**config.mk**
```make
export PLATFORM = sky130hd
export DESIGN_NAME = dispatch_ring
export DESIGN_NICKNAME = d
export VERILOG_FILES = /design/src/hw/fu_id_pkg.sv /design/src/hw/dispatch_types_pkg.sv /design/src/hw/ring_entry.sv /design/src/hw/ring_slot.sv /design/src/hw/dispatch_ring.sv
export VERILOG_INCLUDE_DIRS = /design/src /design/src/hw
export SDC_FILE = /design/constraint.sdc
export NUM_CORES = 1
export LEC_CHECK = 0
export BUFFER_PORTS_ARGS = -buffer_cell sky130_fd_sc_hd__buf_4
export CORE_AREA = 5 5 320 322
export DETAILED_ROUTE_END_ITERATION = 8
export DIE_AREA = 0 0 325 327
export PLACE_DENSITY = 0.68
export SLEW_MARGIN = 20
export SYNTH_ARGS = -nofsm -noshare
export SYNTH_HDL_FRONTEND = slang
export SYNTH_SLANG_ARGS = --single-unit
```
**constraint.sdc**
```tcl
create_clock -name clk -period 18.9 [get_ports clk]
set_input_delay 0.945 -clock clk [delete_from_list [all_inputs] [get_ports clk]]
set_output_delay 0.945 -clock clk [all_outputs]
set_load 0.02 [all_outputs]
```
**src/hw/dispatch_consts.svh**
```systemverilog
`ifndef DISPATCH_CONSTS_SVH
`define DISPATCH_CONSTS_SVH

//////////////////////////////
// core sizes

`define DR_XLEN          32
`define DR_PHYS_REG_SIZE 256
`define DR_ROB_SIZE      256
`define DR_UOP_SIZE      16

//////////////////////////////
// derived field widths

`define DR_PREG_W $clog2(`DR_PHYS_REG_SIZE)
`define DR_ROB_W  $clog2(`DR_ROB_SIZE)
`define DR_UOPC_W $clog2(`DR_UOP_SIZE)

// wide enough for the five unit ids plus the empty code
`define DR_FU_W   3

`endif

```
**src/hw/fu_id_pkg.sv**
```systemverilog
`include "dispatch_consts.svh"

package fu_id_pkg;

    typedef enum logic [`DR_FU_W-1:0] {
        FU_NONE    = 3'd0, // never legal on the issue port
        FU_LOGICAL = 3'd1,
        FU_ARITH   = 3'd2,
        FU_BRANCH  = 3'd3,
        FU_MUL_DIV = 3'd4,
        FU_LD_ST   = 3'd5
    } fu_id_e;

    localparam int RING_LEN = 5;

    // stage order from the entry outwards
    localparam fu_id_e RING_ORDER [RING_LEN] = '{
        FU_ARITH,
        FU_LOGICAL,
        FU_BRANCH,
        FU_MUL_DIV,
        FU_LD_ST
    };

    localparam fu_id_e FU_LAST = RING_ORDER[RING_LEN-1]; // the ring is open after this one

endpackage

```
**src/hw/dispatch_types_pkg.sv**
```systemverilog
`include "dispatch_consts.svh"

package dispatch_types_pkg;

    //////////////////////////////
    // field widths

    typedef logic [`DR_XLEN-1:0]   xlen_t;
    typedef logic [`DR_PREG_W-1:0] preg_t;
    typedef logic [`DR_ROB_W-1:0]  rob_idx_t;
    typedef logic [`DR_UOPC_W-1:0] uop_code_t;

    //////////////////////////////
    // records

    // what a unit sees in its issue register
    typedef struct packed {
        rob_idx_t  rob_entry;
        preg_t     rs1_reg;
        logic      rs1_received; // operand value already captured
        xlen_t     rs1_value;
        preg_t     rs2_reg;
        logic      rs2_received;
        xlen_t     rs2_value;
        xlen_t     pc;
        uop_code_t uop_encoding;
        preg_t     dest_reg;
    } issue_uop_t;

    // what travels down the ring, the unit id picks the exit stage
    typedef struct packed {
        fu_id_pkg::fu_id_e fu;
        issue_uop_t        uop;
    } dispatch_req_t;

endpackage

```
**src/hw/ring_entry.sv**
```systemverilog
module ring_entry (
    input  logic                              clk,
    input  logic                              rst,

    input  logic                              in_valid,
    input  dispatch_types_pkg::dispatch_req_t in_req,
    output logic                              in_ready,

    input  logic                              hold,
    output logic                              out_valid,
    output dispatch_types_pkg::dispatch_req_t out_req
);

    logic stalled;

    //////////////////////////////
    // flow control

    // the first slot refuses what sits here, so nothing new gets in
    assign stalled  = out_valid && hold;
    assign in_ready = !stalled;

    //////////////////////////////
    // entry register

    always_ff @(posedge clk) begin
        if (rst) begin
            out_valid <= 1'b0;
        end else if (!stalled) begin
            out_valid <= in_valid; // bubbles are loaded too
        end
    end

    always_ff @(posedge clk) begin
        if (!stalled) begin
            out_req <= in_req;
        end
    end

    //////////////////////////////
    // checks

    // an id outside the ring would pass the last stage and be lost
    a_fu_legal: assert property (
        @(posedge clk) disable iff (rst)
        in_valid && in_ready |->
            in_req.fu inside {[fu_id_pkg::FU_LOGICAL:fu_id_pkg::FU_LD_ST]}
    ) else $error("ring_entry: accepted micro-op with illegal unit id %0d", in_req.fu);

    // a request left waiting on the port must not move under the handshake
    a_in_stable: assert property (
        @(posedge clk) disable iff (rst)
        in_valid && !in_ready |=> in_valid && $stable(in_req)
    ) else $error("ring_entry: request changed while stalled");

endmodule

```
**src/hw/ring_slot.sv**
```systemverilog
module ring_slot #(
    parameter fu_id_pkg::fu_id_e UNIT = fu_id_pkg::FU_ARITH
) (
    input  logic                              clk,
    input  logic                              rst,

    // from the previous stage
    input  logic                              prev_valid,
    input  dispatch_types_pkg::dispatch_req_t prev_req,
    output logic                              hold_out,

    // to the next stage
    output logic                              next_valid,
    output dispatch_types_pkg::dispatch_req_t next_req,
    input  logic                              hold_in = 1'b0,

    // issue port of this stage's unit
    output logic                              issue_valid,
    output dispatch_types_pkg::issue_uop_t    issue_uop,
    input  logic                              issue_ready
);

    localparam bit IS_LAST = (UNIT == fu_id_pkg::FU_LAST);

    logic                              stage_valid;
    dispatch_types_pkg::dispatch_req_t stage_req;
    logic                              mine;
    logic                              issue_free;
    logic                              take;
    logic                              downstream_hold;

    //////////////////////////////
    // tap decode

    assign mine       = stage_valid && (stage_req.fu == UNIT);
    assign issue_free = !issue_valid || issue_ready; // empty, or drained this cycle
    assign take       = mine && issue_free;

    // nothing sits beyond the last stage
    assign downstream_hold = IS_LAST ? 1'b0 : hold_in;

    // a micro-op stuck on either its own unit or the rest of the ring
    assign hold_out = stage_valid && (mine ? !issue_free : downstream_hold);

    // a micro-op for this unit never travels on, it leaves a bubble
    assign next_valid = stage_valid && !mine;
    assign next_req   = stage_req;

    //////////////////////////////
    // stage register

    always_ff @(posedge clk) begin
        if (rst) begin
            stage_valid <= 1'b0;
        end else if (!hold_out) begin
            stage_valid <= prev_valid;
        end
    end

    always_ff @(posedge clk) begin
        if (!hold_out) begin
            stage_req <= prev_req;
        end
    end

    //////////////////////////////
    // issue register

    always_ff @(posedge clk) begin
        if (rst) begin
            issue_valid <= 1'b0;
        end else if (issue_free) begin
            issue_valid <= mine;
        end
    end

    always_ff @(posedge clk) begin
        if (take) begin
            issue_uop <= stage_req.uop;
        end
    end

    //////////////////////////////
    // checks

    // a unit that is not ready sees the same micro-op again next cycle
    a_issue_stable: assert property (
        @(posedge clk) disable iff (rst)
        issue_valid && !issue_ready |=> issue_valid && $stable(issue_uop)
    ) else $error("ring_slot %s: issue_uop changed while stalled", UNIT.name());

    if (IS_LAST) begin : g_last
        // anything else reaching the end of the open ring would be dropped
        a_last_own: assert property (
            @(posedge clk) disable iff (rst)
            stage_valid |-> stage_req.fu == UNIT
        ) else $error("ring_slot %s: stray micro-op for unit %0d", UNIT.name(), stage_req.fu);
    end

endmodule

```
**src/hw/dispatch_ring.sv**
```systemverilog
module dispatch_ring (
    input  logic                              clk,
    input  logic                              rst,

    // issue port
    input  logic                              in_valid,
    input  dispatch_types_pkg::dispatch_req_t in_req,
    output logic                              in_ready,

    // arithmetic unit
    output logic                              arith_valid,
    output dispatch_types_pkg::issue_uop_t    arith_uop,
    input  logic                              arith_ready,

    // logical unit
    output logic                              logical_valid,
    output dispatch_types_pkg::issue_uop_t    logical_uop,
    input  logic                              logical_ready,

    // branch unit
    output logic                              branch_valid,
    output dispatch_types_pkg::issue_uop_t    branch_uop,
    input  logic                              branch_ready,

    // multiply / divide unit
    output logic                              mul_div_valid,
    output dispatch_types_pkg::issue_uop_t    mul_div_uop,
    input  logic                              mul_div_ready,

    // load / store unit
    output logic                              ld_st_valid,
    output dispatch_types_pkg::issue_uop_t    ld_st_uop,
    input  logic                              ld_st_ready
);

    //////////////////////////////
    // ring links

    logic                              entry_valid;
    dispatch_types_pkg::dispatch_req_t entry_req;

    logic                              arith_next_valid;
    dispatch_types_pkg::dispatch_req_t arith_next_req;
    logic                              logical_next_valid;
    dispatch_types_pkg::dispatch_req_t logical_next_req;
    logic                              branch_next_valid;
    dispatch_types_pkg::dispatch_req_t branch_next_req;
    logic                              mul_div_next_valid;
    dispatch_types_pkg::dispatch_req_t mul_div_next_req;

    // each hold runs back to the stage in front
    logic arith_hold;
    logic logical_hold;
    logic branch_hold;
    logic mul_div_hold;
    logic ld_st_hold;

    //////////////////////////////
    // entry

    ring_entry u_entry (
        .clk       (clk),
        .rst       (rst),
        .in_valid  (in_valid),
        .in_req    (in_req),
        .in_ready  (in_ready),
        .hold      (arith_hold),
        .out_valid (entry_valid),
        .out_req   (entry_req)
    );

    //////////////////////////////
    // stages

    ring_slot #(.UNIT(fu_id_pkg::RING_ORDER[0])) u_arith (
        .clk         (clk),
        .rst         (rst),
        .prev_valid  (entry_valid),
        .prev_req    (entry_req),
        .hold_out    (arith_hold),
        .next_valid  (arith_next_valid),
        .next_req    (arith_next_req),
        .hold_in     (logical_hold),
        .issue_valid (arith_valid),
        .issue_uop   (arith_uop),
        .issue_ready (arith_ready)
    );

    ring_slot #(.UNIT(fu_id_pkg::RING_ORDER[1])) u_logical (
        .clk         (clk),
        .rst         (rst),
        .prev_valid  (arith_next_valid),
        .prev_req    (arith_next_req),
        .hold_out    (logical_hold),
        .next_valid  (logical_next_valid),
        .next_req    (logical_next_req),
        .hold_in     (branch_hold),
        .issue_valid (logical_valid),
        .issue_uop   (logical_uop),
        .issue_ready (logical_ready)
    );

    ring_slot #(.UNIT(fu_id_pkg::RING_ORDER[2])) u_branch (
        .clk         (clk),
        .rst         (rst),
        .prev_valid  (logical_next_valid),
        .prev_req    (logical_next_req),
        .hold_out    (branch_hold),
        .next_valid  (branch_next_valid),
        .next_req    (branch_next_req),
        .hold_in     (mul_div_hold),
        .issue_valid (branch_valid),
        .issue_uop   (branch_uop),
        .issue_ready (branch_ready)
    );

    ring_slot #(.UNIT(fu_id_pkg::RING_ORDER[3])) u_mul_div (
        .clk         (clk),
        .rst         (rst),
        .prev_valid  (branch_next_valid),
        .prev_req    (branch_next_req),
        .hold_out    (mul_div_hold),
        .next_valid  (mul_div_next_valid),
        .next_req    (mul_div_next_req),
        .hold_in     (ld_st_hold),
        .issue_valid (mul_div_valid),
        .issue_uop   (mul_div_uop),
        .issue_ready (mul_div_ready)
    );

    // the last stage has no downstream so its hold_in keeps the default
    ring_slot #(.UNIT(fu_id_pkg::RING_ORDER[4])) u_ld_st (
        .clk         (clk),
        .rst         (rst),
        .prev_valid  (mul_div_next_valid),
        .prev_req    (mul_div_next_req),
        .hold_out    (ld_st_hold),
        .next_valid  (),
        .next_req    (),
        .issue_valid (ld_st_valid),
        .issue_uop   (ld_st_uop),
        .issue_ready (ld_st_ready)
    );

endmodule

```
# After elaboration in Yosys (flattened, before gate mapping)
# Index checks and enable logic that the tools add are counted.
[op_classes]
n_reduce_logical = 40
eq_ne = 5
mux = 5
[ops]
columns = ["op", "count"]
rows = [
  ["$logic_and A1 B1 Y1", 20],
  ["$logic_not A1 Y1", 15],
  ["$eq A3 B2 Y1 const B", 2],
  ["$eq A3 B3 Y1 const B", 2],
  ["$logic_or A1 B1 Y1", 5],
  ["$mux W1", 5],
  ["$eq A3 B1 Y1 const B", 1],
]
[word_totals]
input_bits = 145
output_inout_bits = 676
regBits = 1503
wordCells = 177

# Depth between registers and ports, before layout
# Gate-level depths: netlist (run 1).
[logic_depth]
ltp_word = 15
mapped_depth = 5
depth_no_buf = 5

# Cells and area by module
# From an unflattened synthesis (run 1), not the netlist that was laid out.
[hier_totals]
hier_cells = 1575
hier_area_um2 = 45548.7
[by_module_without_submodules]
columns = ["mod", "instances", "cells_per_inst", "seq_area_each_um2", "area_per_inst_um2"]
rows = [
  ["ring_slot (u_arith ...)", 3, 287, 8177.8, 8279.2],
  ["ring_slot (u_branch)", 1, 287, 8177.8, 8295.5],
  ["ring_slot (u_ld_st)", 1, 284, 8177.8, 8261.7],
  ["ring_entry", 1, 142, 4134.0, 4150.2],
  ["dispatch_ring", 1, 1, 0.0, 3.8],
]

# Worst setup path after synthesis (run 1)
# No wires, ideal clock.
[synth_timing]
path_kind = "input-to-reg"
startpoint = "input port mul_div_ready"
endpoint = "register u_entry.out_req[0] (netlist name), enable pin"
required_ns = 18.378
cell_stages = 5
path_buffers = 0
slack_ns = 9.903
setup_time_ns = 0.522
arrival_ns = 8.475
cell_sequence = "nand2b_1 > o22a_1 > a211oi_2 > nor2_2 > o31a_1"
[synth_via]
elab_chain_cells = 11
[synth_rtl]
columns = ["element", "line", "text"]
rows = [
  ["from (decl)", "dispatch_ring.sv:28", "input logic mul_div_ready,"],
  ["$logic_or A1 B1 Y1", "ring_slot.sv:36", "assign issue_free = !issue_valid || issue_ready;"],
  ["$logic_not A1 Y1", "ring_slot.sv:43", "assign hold_out = stage_valid && (mine ? !issue_free : downstream_hold);"],
  ["$mux W1", "ring_slot.sv:43", ""],
  ["$logic_and A1 B1 Y1", "ring_slot.sv:43", ""],
  ["$mux W1", "ring_slot.sv:43", ""],
  ["$logic_and A1 B1 Y1", "ring_slot.sv:43", ""],
  ["$mux W1", "ring_slot.sv:43", ""],
  ["$logic_and A1 B1 Y1", "ring_slot.sv:43", ""],
  ["$mux W1", "ring_slot.sv:43", ""],
  ["$logic_and A1 B1 Y1", "ring_slot.sv:43", ""],
  ["$logic_and A1 B1 Y1", "ring_entry.sv:20", "assign stalled = out_valid && hold;"],
  ["to (signal assigned)", "ring_entry.sv:36", "out_req <= in_req;"],
  ["to (decl)", "ring_entry.sv:11", "output dispatch_types_pkg::dispatch_req_t out_req"],
]
# Every way passes these cells.
# A chain may end at the register's enable or synchronous reset.

# Worst setup path in the final report (run 1)
[layout_timing]
startpoint = "register u_mul_div.stage_req (netlist bit u_mul_div.next_req[135])"
endpoint = "register u_arith.stage_req (netlist bit u_arith.next_req[8]), enable pin"
[layout_via]
elab_chain_cells = 10
[layout_rtl]
columns = ["element", "line", "text"]
rows = [
  ["from (decl)", "ring_slot.sv:26", "dispatch_types_pkg::dispatch_req_t stage_req;"],
  ["from (signal assigned)", "ring_slot.sv:62", "stage_req <= prev_req;"],
  ["$eq A3 B3 Y1", "ring_slot.sv:35", "assign mine = stage_valid && (stage_req.fu == UNIT);"],
  ["$logic_and A1 B1 Y1", "ring_slot.sv:35", ""],
  ["$mux W1", "ring_slot.sv:43", ""],
  ["$logic_and A1 B1 Y1", "ring_slot.sv:43", ""],
  ["$mux W1", "ring_slot.sv:43", ""],
  ["$logic_and A1 B1 Y1", "ring_slot.sv:43", ""],
  ["$mux W1", "ring_slot.sv:43", ""],
  ["$logic_and A1 B1 Y1", "ring_slot.sv:43", ""],
  ["$mux W1", "ring_slot.sv:43", ""],
  ["$logic_and A1 B1 Y1", "ring_slot.sv:43", ""],
  ["to (signal assigned)", "ring_slot.sv:62", ""],
  ["to (decl)", "ring_slot.sv:26", ""],
]
# Every way passes these cells.

==> out/qor.txt, run 1 <==
Status - finished clean
CP Cell Sequence - or3b_1 > nand4_1 > a211oi_2 > o21bai_1 > nor2b_4 > buf_4 > buf_4 > buf_4
Critical R2R Capture - u_arith.next_req[8]
Yosys reg bits - 1503
Rel. slew slack - 25.7%
Die W - 325 um
Drt pass-1 iters - 5
CTS tree - yes
Worst-margin pin slew - 1.11 ns
Dpl cells - 3698
Top cell by count, worst path - buf_4
Proportion of layout cells with a drive suffix above 1 - 39.4%
Synth Net Count - 1704
Peak Freq - 244 MHz
Final setup margin - 14.80 ns
Worst-path fanout max - 69
Die area - 106000 um2
Total GRT Usage - 19.2%
Clk slew on worst S/H paths - 0.06 ns
Pin count of the biggest net entering global routing - 135
Pins Over Slew Limit - 0
Initial antenna violation count - 7
Average footprint of a synthesized cell - 29.1 um2
Leading area contributor after synthesis - edfxtp_1
Mapped Area - 45400 um2
Sequential area share after synthesis - 99.2%
Initial DRC count - 1682
Antenna viol nets, final - 0
Post-DP HPWL - 71.4 mm
Cells on worst reg2reg path - 8
Worst Hold Class - input pin to register
Setup Viol. Count Final - 0
Commonest non-fill, non-tap cells in the layout - edfxtp_1 (1492), buf_4 (840), clkbuf_16 (144)
DRC Markers - 0
Worst EP required - 19.26 ns
CTS Sinks - 1503
CP peak stage delay - 0.72 ns
CP Class - register to register
Cells after Synth - 1559
CTS buffer count - 142
Max-Cap Viols - 0
Most common cell after layout, fill and taps aside - edfxtp_1
Hold path endpoint - u_entry.out_req[49]
Final core utilization - 58.2%
Crit start category - register
Worst Setup End Kind - register
Peak VDD IR - 0.0897 mV
Vias per cell - 4.87
CP arrival - 4.46 ns
Row cnt - 116
Port bufs - 820
Final hold violations - 0
Nets@finish - 2689
Post-CTS Resized - 0
Yosys cell types - 25
Die outline height - 327 um
H-tree depth - 4
Tmin final - 4.10 ns
Pwr/cell area - 112 nW/um2
Clock root cell - clkbuf_16
Worst-Skew Late Latency - 0.73 ns
Reg2reg setup slack - 14.80 ns
RSZ-0062 raised after global routing - no
WL final - 104 mm
Core Region - 99300 um2
Area growth from synthesis to layout - 27.2%
Global-route wire length before repair - 147 mm
Fin Clk Skew - 0.0233 ns
Vias in the first global route - 20400
Area fraction of the dominant cell type after synthesis - 98.7%
Startpoint of the worst hold path - in_req[49]
Wire per inst - 26.4 um
GPL Wtd Cong - 0.822
Syn. warnings - 0
Final period util - 21.7%
CTS Buffer Depth - 3
Crit-path slowest cell - buf_4
Cts hold-fix bufs - 0
Grt ovf - 0
Synth area leaders - edfxtp_1 (99%), dfxtp_1 (0.49%), a21oi_1 (0.099%)
Starting Density - 45.7%
Leak - 21.1 nW
Via count - 19200
R2r startpoint - u_mul_div.next_req[135]
Post-route insts no fill - 3955
# fillers - 7029
Top-level I/O count - 821
Min-Delay Path Depth - 1
Post CTS Setup Buffer Count - 0
Post-Route Setup TNS - 0 ns
Pre-CTS WS - 14.40 ns
## flip-flops by register name, indices dropped and copies added, names as in the netlist, 137 cells and up
name	cells
u_branch.next_req	137
u_entry.out_req	137
u_mul_div.next_req	137
u_logical.next_req	137
u_ld_st.next_req	137
u_arith.next_req	137
## critical path, delay by kind of cell (launching register included)
family	cells	cell delay [ns]
buffers and inverters	3	1.88
flip-flops	1	0.41
AND/OR/NAND/NOR	3	0.81
AO/OA/AOI/OAI	2	0.43
## layer usage
metal,GRT usage (%),part of all wire (%),vias up
li1,-,-,8346
met1,21.6,34,9885
met2,34.1,54,832
met3,5.88,7.9,184
met4,8.43,4.1,0
met5,0,0,-
## Yosys cell counts
cell type and count:
a211oi_2 2, nor2_1 8, nand2_1 6, and4b_1 1
o31ai_1 1, inv_1 1, nand2b_1 6, nor3b_1 2
o22a_1 2, nand4_1 1, and3_1 2, nor2_2 1
nor2b_1 4, o21bai_1 1, a21oi_1 9, o21ai_0 1
and2b_2 1, o31a_1 2, o21a_1 1, nand4b_2 1
clkbuf_1 1, edfxtp_1 1492, dfxtp_1 11, or3b_1 1
nand4bb_4 1
## power by group
part | leakage (nW) | switching (mW) | internal [mW] | total, mW
sequential | 14.8 | 0.0476 | 3.76 | 3.81
combinational | 4.19 | 0.0137 | 0.0222 | 0.0359
clock | 2.10 | 1.17 | 1.47 | 2.64
## through the flow
step	total power, mW	hold slack (ns)	cell area (um2)
after CTS	6.54	0.308	57700
after detailed placement	3.91	0.405	53400
after global placement	3.91	0.400	53400
final	6.48	0.386	57700
after floorplan	3.86	0.400	45400
after global routing	6.70	0.330	57700
## layout make-up
class                           count  area (um2)  area share [%]
Inverter                            1        3.75         0.00650
Sequential cell                  1503       45000            78.0
Clock inverter                     72         574           0.995
Tap cell                         1298        1620            2.81
Clock buffer                      181        3740            6.48
Antenna cell                        4        10.0          0.0173
Multi-Input combinational cell     54         422           0.730
Timing Repair Buffer              842        6350            11.0
## kinds of logic (layout without fill, tap and decap cells)
group / after synthesis / count (layout) / synth area share, %
compound gates: 19 / 19 / 0.292
buf+inv: 2 / 1096 / 0.0165
flops: 1503 / 1503 / 99.2
other cells: 0 / 4 / 0
simple gates: 35 / 35 / 0.496
## worst max-delay path by stage
stage	start	to	slack (ns)	cells after the start
floorplan	mul_div_ready	u_entry.out_req[0]	9.90	5
global placement	branch_ready	u_arith.next_req[34]	14.50	9
detailed placement	mul_div_ready	u_arith.next_req[121]	14.40	9
CTS	u_mul_div.next_req[135]	in_ready	14.66	6
global route	u_mul_div.next_req[135]	u_arith.next_req[105]	14.61	8
finish	u_mul_div.next_req[135]	u_arith.next_req[8]	14.80	8
Power figures use the tool's default switching activity.
==> run 2, diff against run 1 <==
clock period = 3.8 ns   (was 18.9 ns; I/O delays follow)
==> out/qor.txt, run 2 (synthesis results as in run 1) <==
Status - finished clean (unchanged)
Peak VDD IR - 0.571 mV (was 0.0897 mV)
R2r startpoint - u_ld_st.issue_valid (was u_mul_div.next_req[135])
Die outline height - 327 um (unchanged)
Worst-Skew Late Latency - 0.72 ns (was 0.73 ns)
Rel. slew slack - 35.7% (was 25.7%)
Initial DRC count - 1471 (was 1682)
Final hold violations - 0 (unchanged)
Grt ovf - 0 (unchanged)
Peak Freq - 341 MHz
CP arrival - 2.74 ns (was 4.46 ns)
Port bufs - 820 (unchanged)
Multi-input logic area - 429 um2 (was 422 um2)
Startpoint of the worst hold path - in_req[72] (was in_req[49])
Via count - 19800 (was 19200)
Clk slew on worst S/H paths - 0.06 ns (about the same)
Final core utilization - 59.9% (was 58.2%)
Die W - 325 um (unchanged)
Top-level I/O count - 821 (unchanged)
Worst-path fanout max - 6 (was 69)
Reg2reg setup slack - 1.23 ns (was 14.80 ns)
RSZ-0062 raised after global routing - no (unchanged)
Worst hold slack - 0.182 ns (was 0.386 ns)
Pre-CTS WS - 1.20 ns (was 14.40 ns)
Tmin final - 2.93 ns
CTS Buffer Depth - 3 (unchanged)
Proportion of layout cells with a drive suffix above 1 - 37.5% (was 39.4%)
Power, Total - 32.7 mW (was 6.48 mW)
Starting Density - 45.7% (unchanged)
Row cnt - 116 (unchanged)
# fillers - 6815 (was 7029)
DRC Markers - 0 (unchanged)
Post-DP Area - 53600 um2 (was 53400 um2)
H-tree depth - 4 (unchanged)
Hold path endpoint - u_entry.out_req[72] (was u_entry.out_req[49])
Pin count of the biggest net entering global routing - 139 (was 135)
Global-route wire length before repair - 149 mm (was 147 mm)
Post-route cell area - 59500 um2 (was 57700 um2)
Worst-margin pin slew - 0.964 ns (was 1.11 ns)
Initial antenna violation count - 8 (was 7)
Worst EP required - 3.61 ns (was 19.26 ns)
CP Class - register to output pin (was register to register)
Nets@finish - 2836 (was 2689)
Commonest non-fill, non-tap cells in the layout - edfxtp_1 (1492), buf_4 (827), clkbuf_16 (147) (was edfxtp_1 (1492), buf_4 (840), clkbuf_16 (144))
WL final - 105 mm (was 104 mm)
Vias in the first global route - 21000 (was 20400)
Setup Viol. Count Final - 0 (unchanged)
CTS buffer count - 144 (was 142)
Drt pass-1 iters - 5 (unchanged)
Critical R2R Capture - u_entry.out_req[105] (was u_arith.next_req[8])
Area growth from synthesis to layout - 31.0% (was 27.2%)
GPL Wtd Cong - 0.813 (was 0.822)
Total GRT Usage - 19.5% (was 19.2%)
Antenna viol nets, final - 0 (unchanged)
Max-Cap Viols - 0 (unchanged)
Cells on worst reg2reg path - 6 (was 8)
CTS tree - yes (unchanged)
Die area - 106000 um2 (unchanged)
Most common cell after layout, fill and taps aside - edfxtp_1 (unchanged)
Worst Hold Class - input pin to register (unchanged)
Vias per cell - 4.82 (was 4.87)
Pwr/cell area - 550 nW/um2 (was 112 nW/um2)
Clock root cell - clkbuf_16 (unchanged)
Worst Setup End Kind - output pin (was register)
CTS Sinks - 1503 (unchanged)
Core Region - 99300 um2 (unchanged)
Min-Delay Path Depth - 2 (was 1)
Final setup margin - 0.871 ns (was 14.80 ns)
Post-DP HPWL - 69.8 mm (was 71.4 mm)
Leak - 21.9 nW (was 21.1 nW)
Crit start category - register (unchanged)
Reg area - 45000 um2 (unchanged)
Post CTS Setup Buffer Count - 0 (unchanged)
Fin Clk Skew - 0.0325 ns (was 0.0233 ns)
Final period util - 77.1%
Wire per inst - 25.7 um (was 26.4 um)
Pins Over Slew Limit - 0 (unchanged)
## run 2: final cells by class
type / instances / share of cell area (%)
multi-input cells: 54 / 0.722
diodes: 6 / 0.0253
clock buffers: 183 / 6.41
repair buffers: 987 / 13.4
inverters: 1 / 0.00631
clock inverters: 70 / 0.981
well taps: 1298 / 2.73
flip-flops and latches: 1503 / 75.7
## run 2: report_power, final
group	leakage, nW	switching, mW	internal, mW
clock	2.14	5.79	7.64
combinational	4.89	0.107	0.208
sequential	14.8	0.236	18.7
## run 2: through the flow
stage | setup TNS [ns] | cells
2_1_floorplan | -696.71 | 1559
4_1_cts | 0 | 4096
6_report | 0 | 4102
3_3_place_gp | 0 | 3699
5_1_grt | 0 | 4097
3_5_place_dp | 0 | 3699
## run 2: worst max path at each step
stage	cells past startpoint	to	start
floorplan	5	u_entry.out_req[0]	u_mul_div.next_req[135]
global placement	7	u_entry.out_req[97]	ld_st_ready
detailed placement	7	u_entry.out_req[96]	ld_st_ready
CTS	6	in_ready	u_ld_st.issue_valid
global route	6	in_ready	u_ld_st.issue_valid
finish	6	in_ready	u_ld_st.issue_valid
## run 2: critical path, stage by stage, from the launching register on
cell and delay, ns:
dfxtp_1 0.32, nor2b_1 0.46, nand4_1 0.31, a211oi_2 0.38
nor2_4 0.10, o31a_1 0.29, buf_4 0.17
## run 2: what timing repair did
item,CTS,global route
resized for setup,0,0
hold buffers,144,0
hold endpoints to repair,148,0
## run 2: layer usage
| metal | track usage (%) | vias to the layer above | wire [um] |
|---|---|---|---|
| li1 | - | 8664 | - |
| met1 | 21.6 | 10100 | 36700 |
| met2 | 34.3 | 822 | 55700 |
| met3 | 6.77 | 204 | 8500 |
| met4 | 8.37 | 8 | 4350 |
| met5 | 0 | - | 56 |
==> run 3, diff against run 2 <==
ABC_AREA = 1   (was default)
CORE_AREA = 5 5 321 323   (was 5 5 320 322)
DIE_AREA = 0 0 326 328   (was 0 0 325 327)
PLACE_DENSITY = 0.67   (was 0.68)
clock period = 2.7 ns   (was 3.8 ns; I/O delays follow)
==> out/qor.txt, run 3 <==
Crit-path slowest cell - edfxtp_1 (was nor2b_1)
Worst-path fanout max - 4 (was 6)
Proportion of layout cells with a drive suffix above 1 - 38.5% (was 37.5%)
RSZ-0062 raised after global routing - no (unchanged)
Met3 Track Usage GR - 6.75% (was 6.77%)
Most numerous cell in the Yosys netlist - edfxtp_1 (unchanged)
Final period util - 92.9%
Post-synth top flop - edfxtp_1 (unchanged)
# fillers - 6823 (was 6815)
Post-route cell area - 60000 um2 (was 59500 um2)
Setup Viol. Count Final - 0 (unchanged)
Tmin final - 2.51 ns
Drt pass-1 iters - 7 (was 5)
Power, Total - 46.5 mW (was 32.7 mW)
Syn. warnings - 0 (unchanged)
Worst-margin pin slew - 0.621 ns (was 0.964 ns)
Crit start category - register (unchanged)
Total GRT Usage - 20.1% (was 19.5%)
CTS tree - yes (unchanged)
Worst EP required - 2.57 ns (was 3.61 ns)
Vias in the first global route - 21400 (was 21000)
Worst-Skew Late Latency - 0.74 ns (was 0.72 ns)
Most Crowded Layer GR - met2 (unchanged)
Asr flop ratio synth - 0% (unchanged)
Peak Freq - 399 MHz
DRC Markers - 0 (unchanged)
Rel. slew slack - 58.6% (was 35.7%)
Final hold violations - 0 (unchanged)
Leak - 22.2 nW (was 21.9 nW)
Global-route wire length before repair - 153 mm (was 149 mm)
Wire per inst - 26.1 um (was 25.7 um)
Via count - 19900 (was 19800)
Core Region - 99600 um2 (was 99300 um2)
Post-CTS Resized - 0 (unchanged)
Status - finished clean (unchanged)
Yosys reg bits - 1503 (unchanged)
CTS buffer count - 145 (was 144)
Nets@finish - 2888 (was 2836)
Most common cell after layout, fill and taps aside - edfxtp_1 (unchanged)
Cells after Synth - 1584 (was 1559)
Average footprint of a synthesized cell - 28.7 um2 (was 29.1 um2)
Post-DP HPWL - 75.5 mm (was 69.8 mm)
Post-synth top cells - edfxtp_1 (1492), inv_1 (27), nor2_1 (14), dfxtp_1 (11), nand2_1 (9) (was edfxtp_1 (1492), dfxtp_1 (11), a21oi_1 (9), nor2_1 (8))
Pwr/cell area - 775 nW/um2 (was 550 nW/um2)
Die area - 107000 um2 (was 106000 um2)
Initial DRC count - 1851 (was 1471)
Row cnt - 116 (unchanged)
CTS Sinks - 1503 (unchanged)
Synth area leaders - edfxtp_1 (99%), dfxtp_1 (0.48%), inv_1 (0.22%) (was edfxtp_1 (99%), dfxtp_1 (0.49%), a21oi_1 (0.099%))
Leading area contributor after synthesis - edfxtp_1 (unchanged)
CP arrival - 2.37 ns (was 2.74 ns)
Routing usage on met2 - 34.3% (about the same)
Crit path buf inv count - 1 (unchanged)
Fin Clk Skew - 0.0396 ns (was 0.0325 ns)
Peak VDD IR - 0.623 mV (was 0.571 mV)
Delay-heaviest family, CP - simple AND/OR/NAND/NOR gates (unchanged)
Post-synth EDFFs - 1492 (unchanged)
CP Class - register to output pin (unchanged)
Worst Hold Class - input pin to register (unchanged)
Area fraction of the dominant cell type after synthesis - 98.6% (was 98.7%)
GR Util met1 - 22.8% (was 21.6%)
Grt ovf - 0 (unchanged)
WL final - 109 mm (was 105 mm)
CTS Buffer Depth - 3 (unchanged)
CP Cell Sequence - nor3b_2 > nand3_1 > nand2_2 > nand2_2 > nand2_4 > nand2_2 > nand2_4 > nand2_2 > nand2_4 > nand2_4 > buf_4 (was nor2b_1 > nand4_1 > a211oi_2 > nor2_4 > o31a_1 > buf_4)
Post-Route Setup TNS - 0 ns (unchanged)
Mapped Area - 45400 um2 (about the same)
Antenna viol nets, final - 0 (unchanged)
Starting Density - 45.6% (was 45.7%)
Die W - 326 um (was 325 um)
Top-level I/O count - 821 (unchanged)
Max-Cap Viols - 0 (unchanged)
Port bufs - 820 (unchanged)
Area growth from synthesis to layout - 32.2% (was 31.0%)
Pins Over Slew Limit - 0 (unchanged)
Post-DP Area - 54000 um2 (was 53600 um2)
H-tree depth - 4 (unchanged)
Die outline height - 328 um (was 327 um)
Worst hold slack - 0.104 ns (was 0.182 ns)
Sequential area share after synthesis - 99.1% (was 99.2%)
Vias per cell - 4.78 (was 4.82)
Pin count of the biggest net entering global routing - 79 (was 139)
Clock root cell - clkbuf_16 (unchanged)
Worst Setup End Kind - output pin (unchanged)
Clk slew on worst S/H paths - 0.06 ns (about the same)
Synth Net Count - 1729 (was 1704)
CP peak stage delay - 0.43 ns (was 0.46 ns)
Yosys cell types - 18 (was 25)
Initial antenna violation count - 5 (was 8)
GPL Wtd Cong - 0.878 (was 0.813)
Commonest non-fill, non-tap cells in the layout - edfxtp_1 (1492), buf_4 (843), clkbuf_16 (148) (was edfxtp_1 (1492), buf_4 (827), clkbuf_16 (147))
-- run 3: changes by cell type in the layout (fill, tap and decap cells not counted), moves of 5 or more --
| cell | change |
|---|---|
| buf_4 | +16 |
| clkinvlp_4 | +5 |
| buf_12 | +9 |
| nand2b_1 | -6 |
| nand2_2 | +7 |
| clkbuf_1 | -7 |
| a21oi_1 | -8 |
| clkinv_2 | +6 |
| inv_1 | +21 |
-- run 3: layout make-up --
class | count | area (um2) | area share, %
Sequential cell | 1503 | 45000 | 75.0
Timing Repair Buffer | 1012 | 8270 | 13.8
Clock buffer | 177 | 3810 | 6.35
Tap cell | 1298 | 1620 | 2.71
Clock inverter | 86 | 788 | 1.31
Multi-Input combinational cell | 54 | 377 | 0.627
Inverter | 27 | 120 | 0.200
Antenna cell | 3 | 7.51 | 0.0125
-- run 3: cell families after synthesis --
family	after synthesis	share of synthesized area, %
compound gates	11	0.152
flops	1503	99.1
simple gates	43	0.501
buf+inv	27	0.223
-- run 3: where the power goes --
group          internal, mW  switching [mW]  total [mW]
logic                 0.301           0.173       0.475
registers              26.3           0.355        26.7
clock network          10.9            8.51        19.4
-- run 3: per-stage QoR --
stage | instances | utilization, % | setup slack, ns
2_1_floorplan | 1584 | - | -2.52
3_3_place_gp | 3749 | 54.2 | 0.411
3_5_place_dp | 3749 | 54.2 | 0.388
4_1_cts | 4156 | 60.3 | 0.0945
5_1_grt | 4158 | 60.3 | 0.00151
6_report | 4160 | 60.3 | 0.192
-- run 3: worst paths after layout --
check	start	end	slack [ns]	cells past startpoint
worst max-delay path	u_mul_div.next_req[135]	in_ready	0.19	11
worst min-delay path	in_req[30]	u_entry.out_req[30]	0.10	2
worst max register to register	u_mul_div.next_req[135]	u_entry.out_req[51]	0.40	11
worst min register to register	u_ld_st.next_req[72]	u_ld_st.issue_uop[72]	0.40	0
-- run 3: repair_timing --
action                                  CTS  global route
hold endpoints to repair                148             0
hold buffers                            144             0
endpoints found under the setup margin    0             1
setup buffers                             0             1
-- run 3: layer usage --
layer	part of all wire, %	vias to the layer above
met5	0.028	-
met3	8.3	212
met1	35	10100
met2	52	849
li1	-	8739
met4	4.7	4
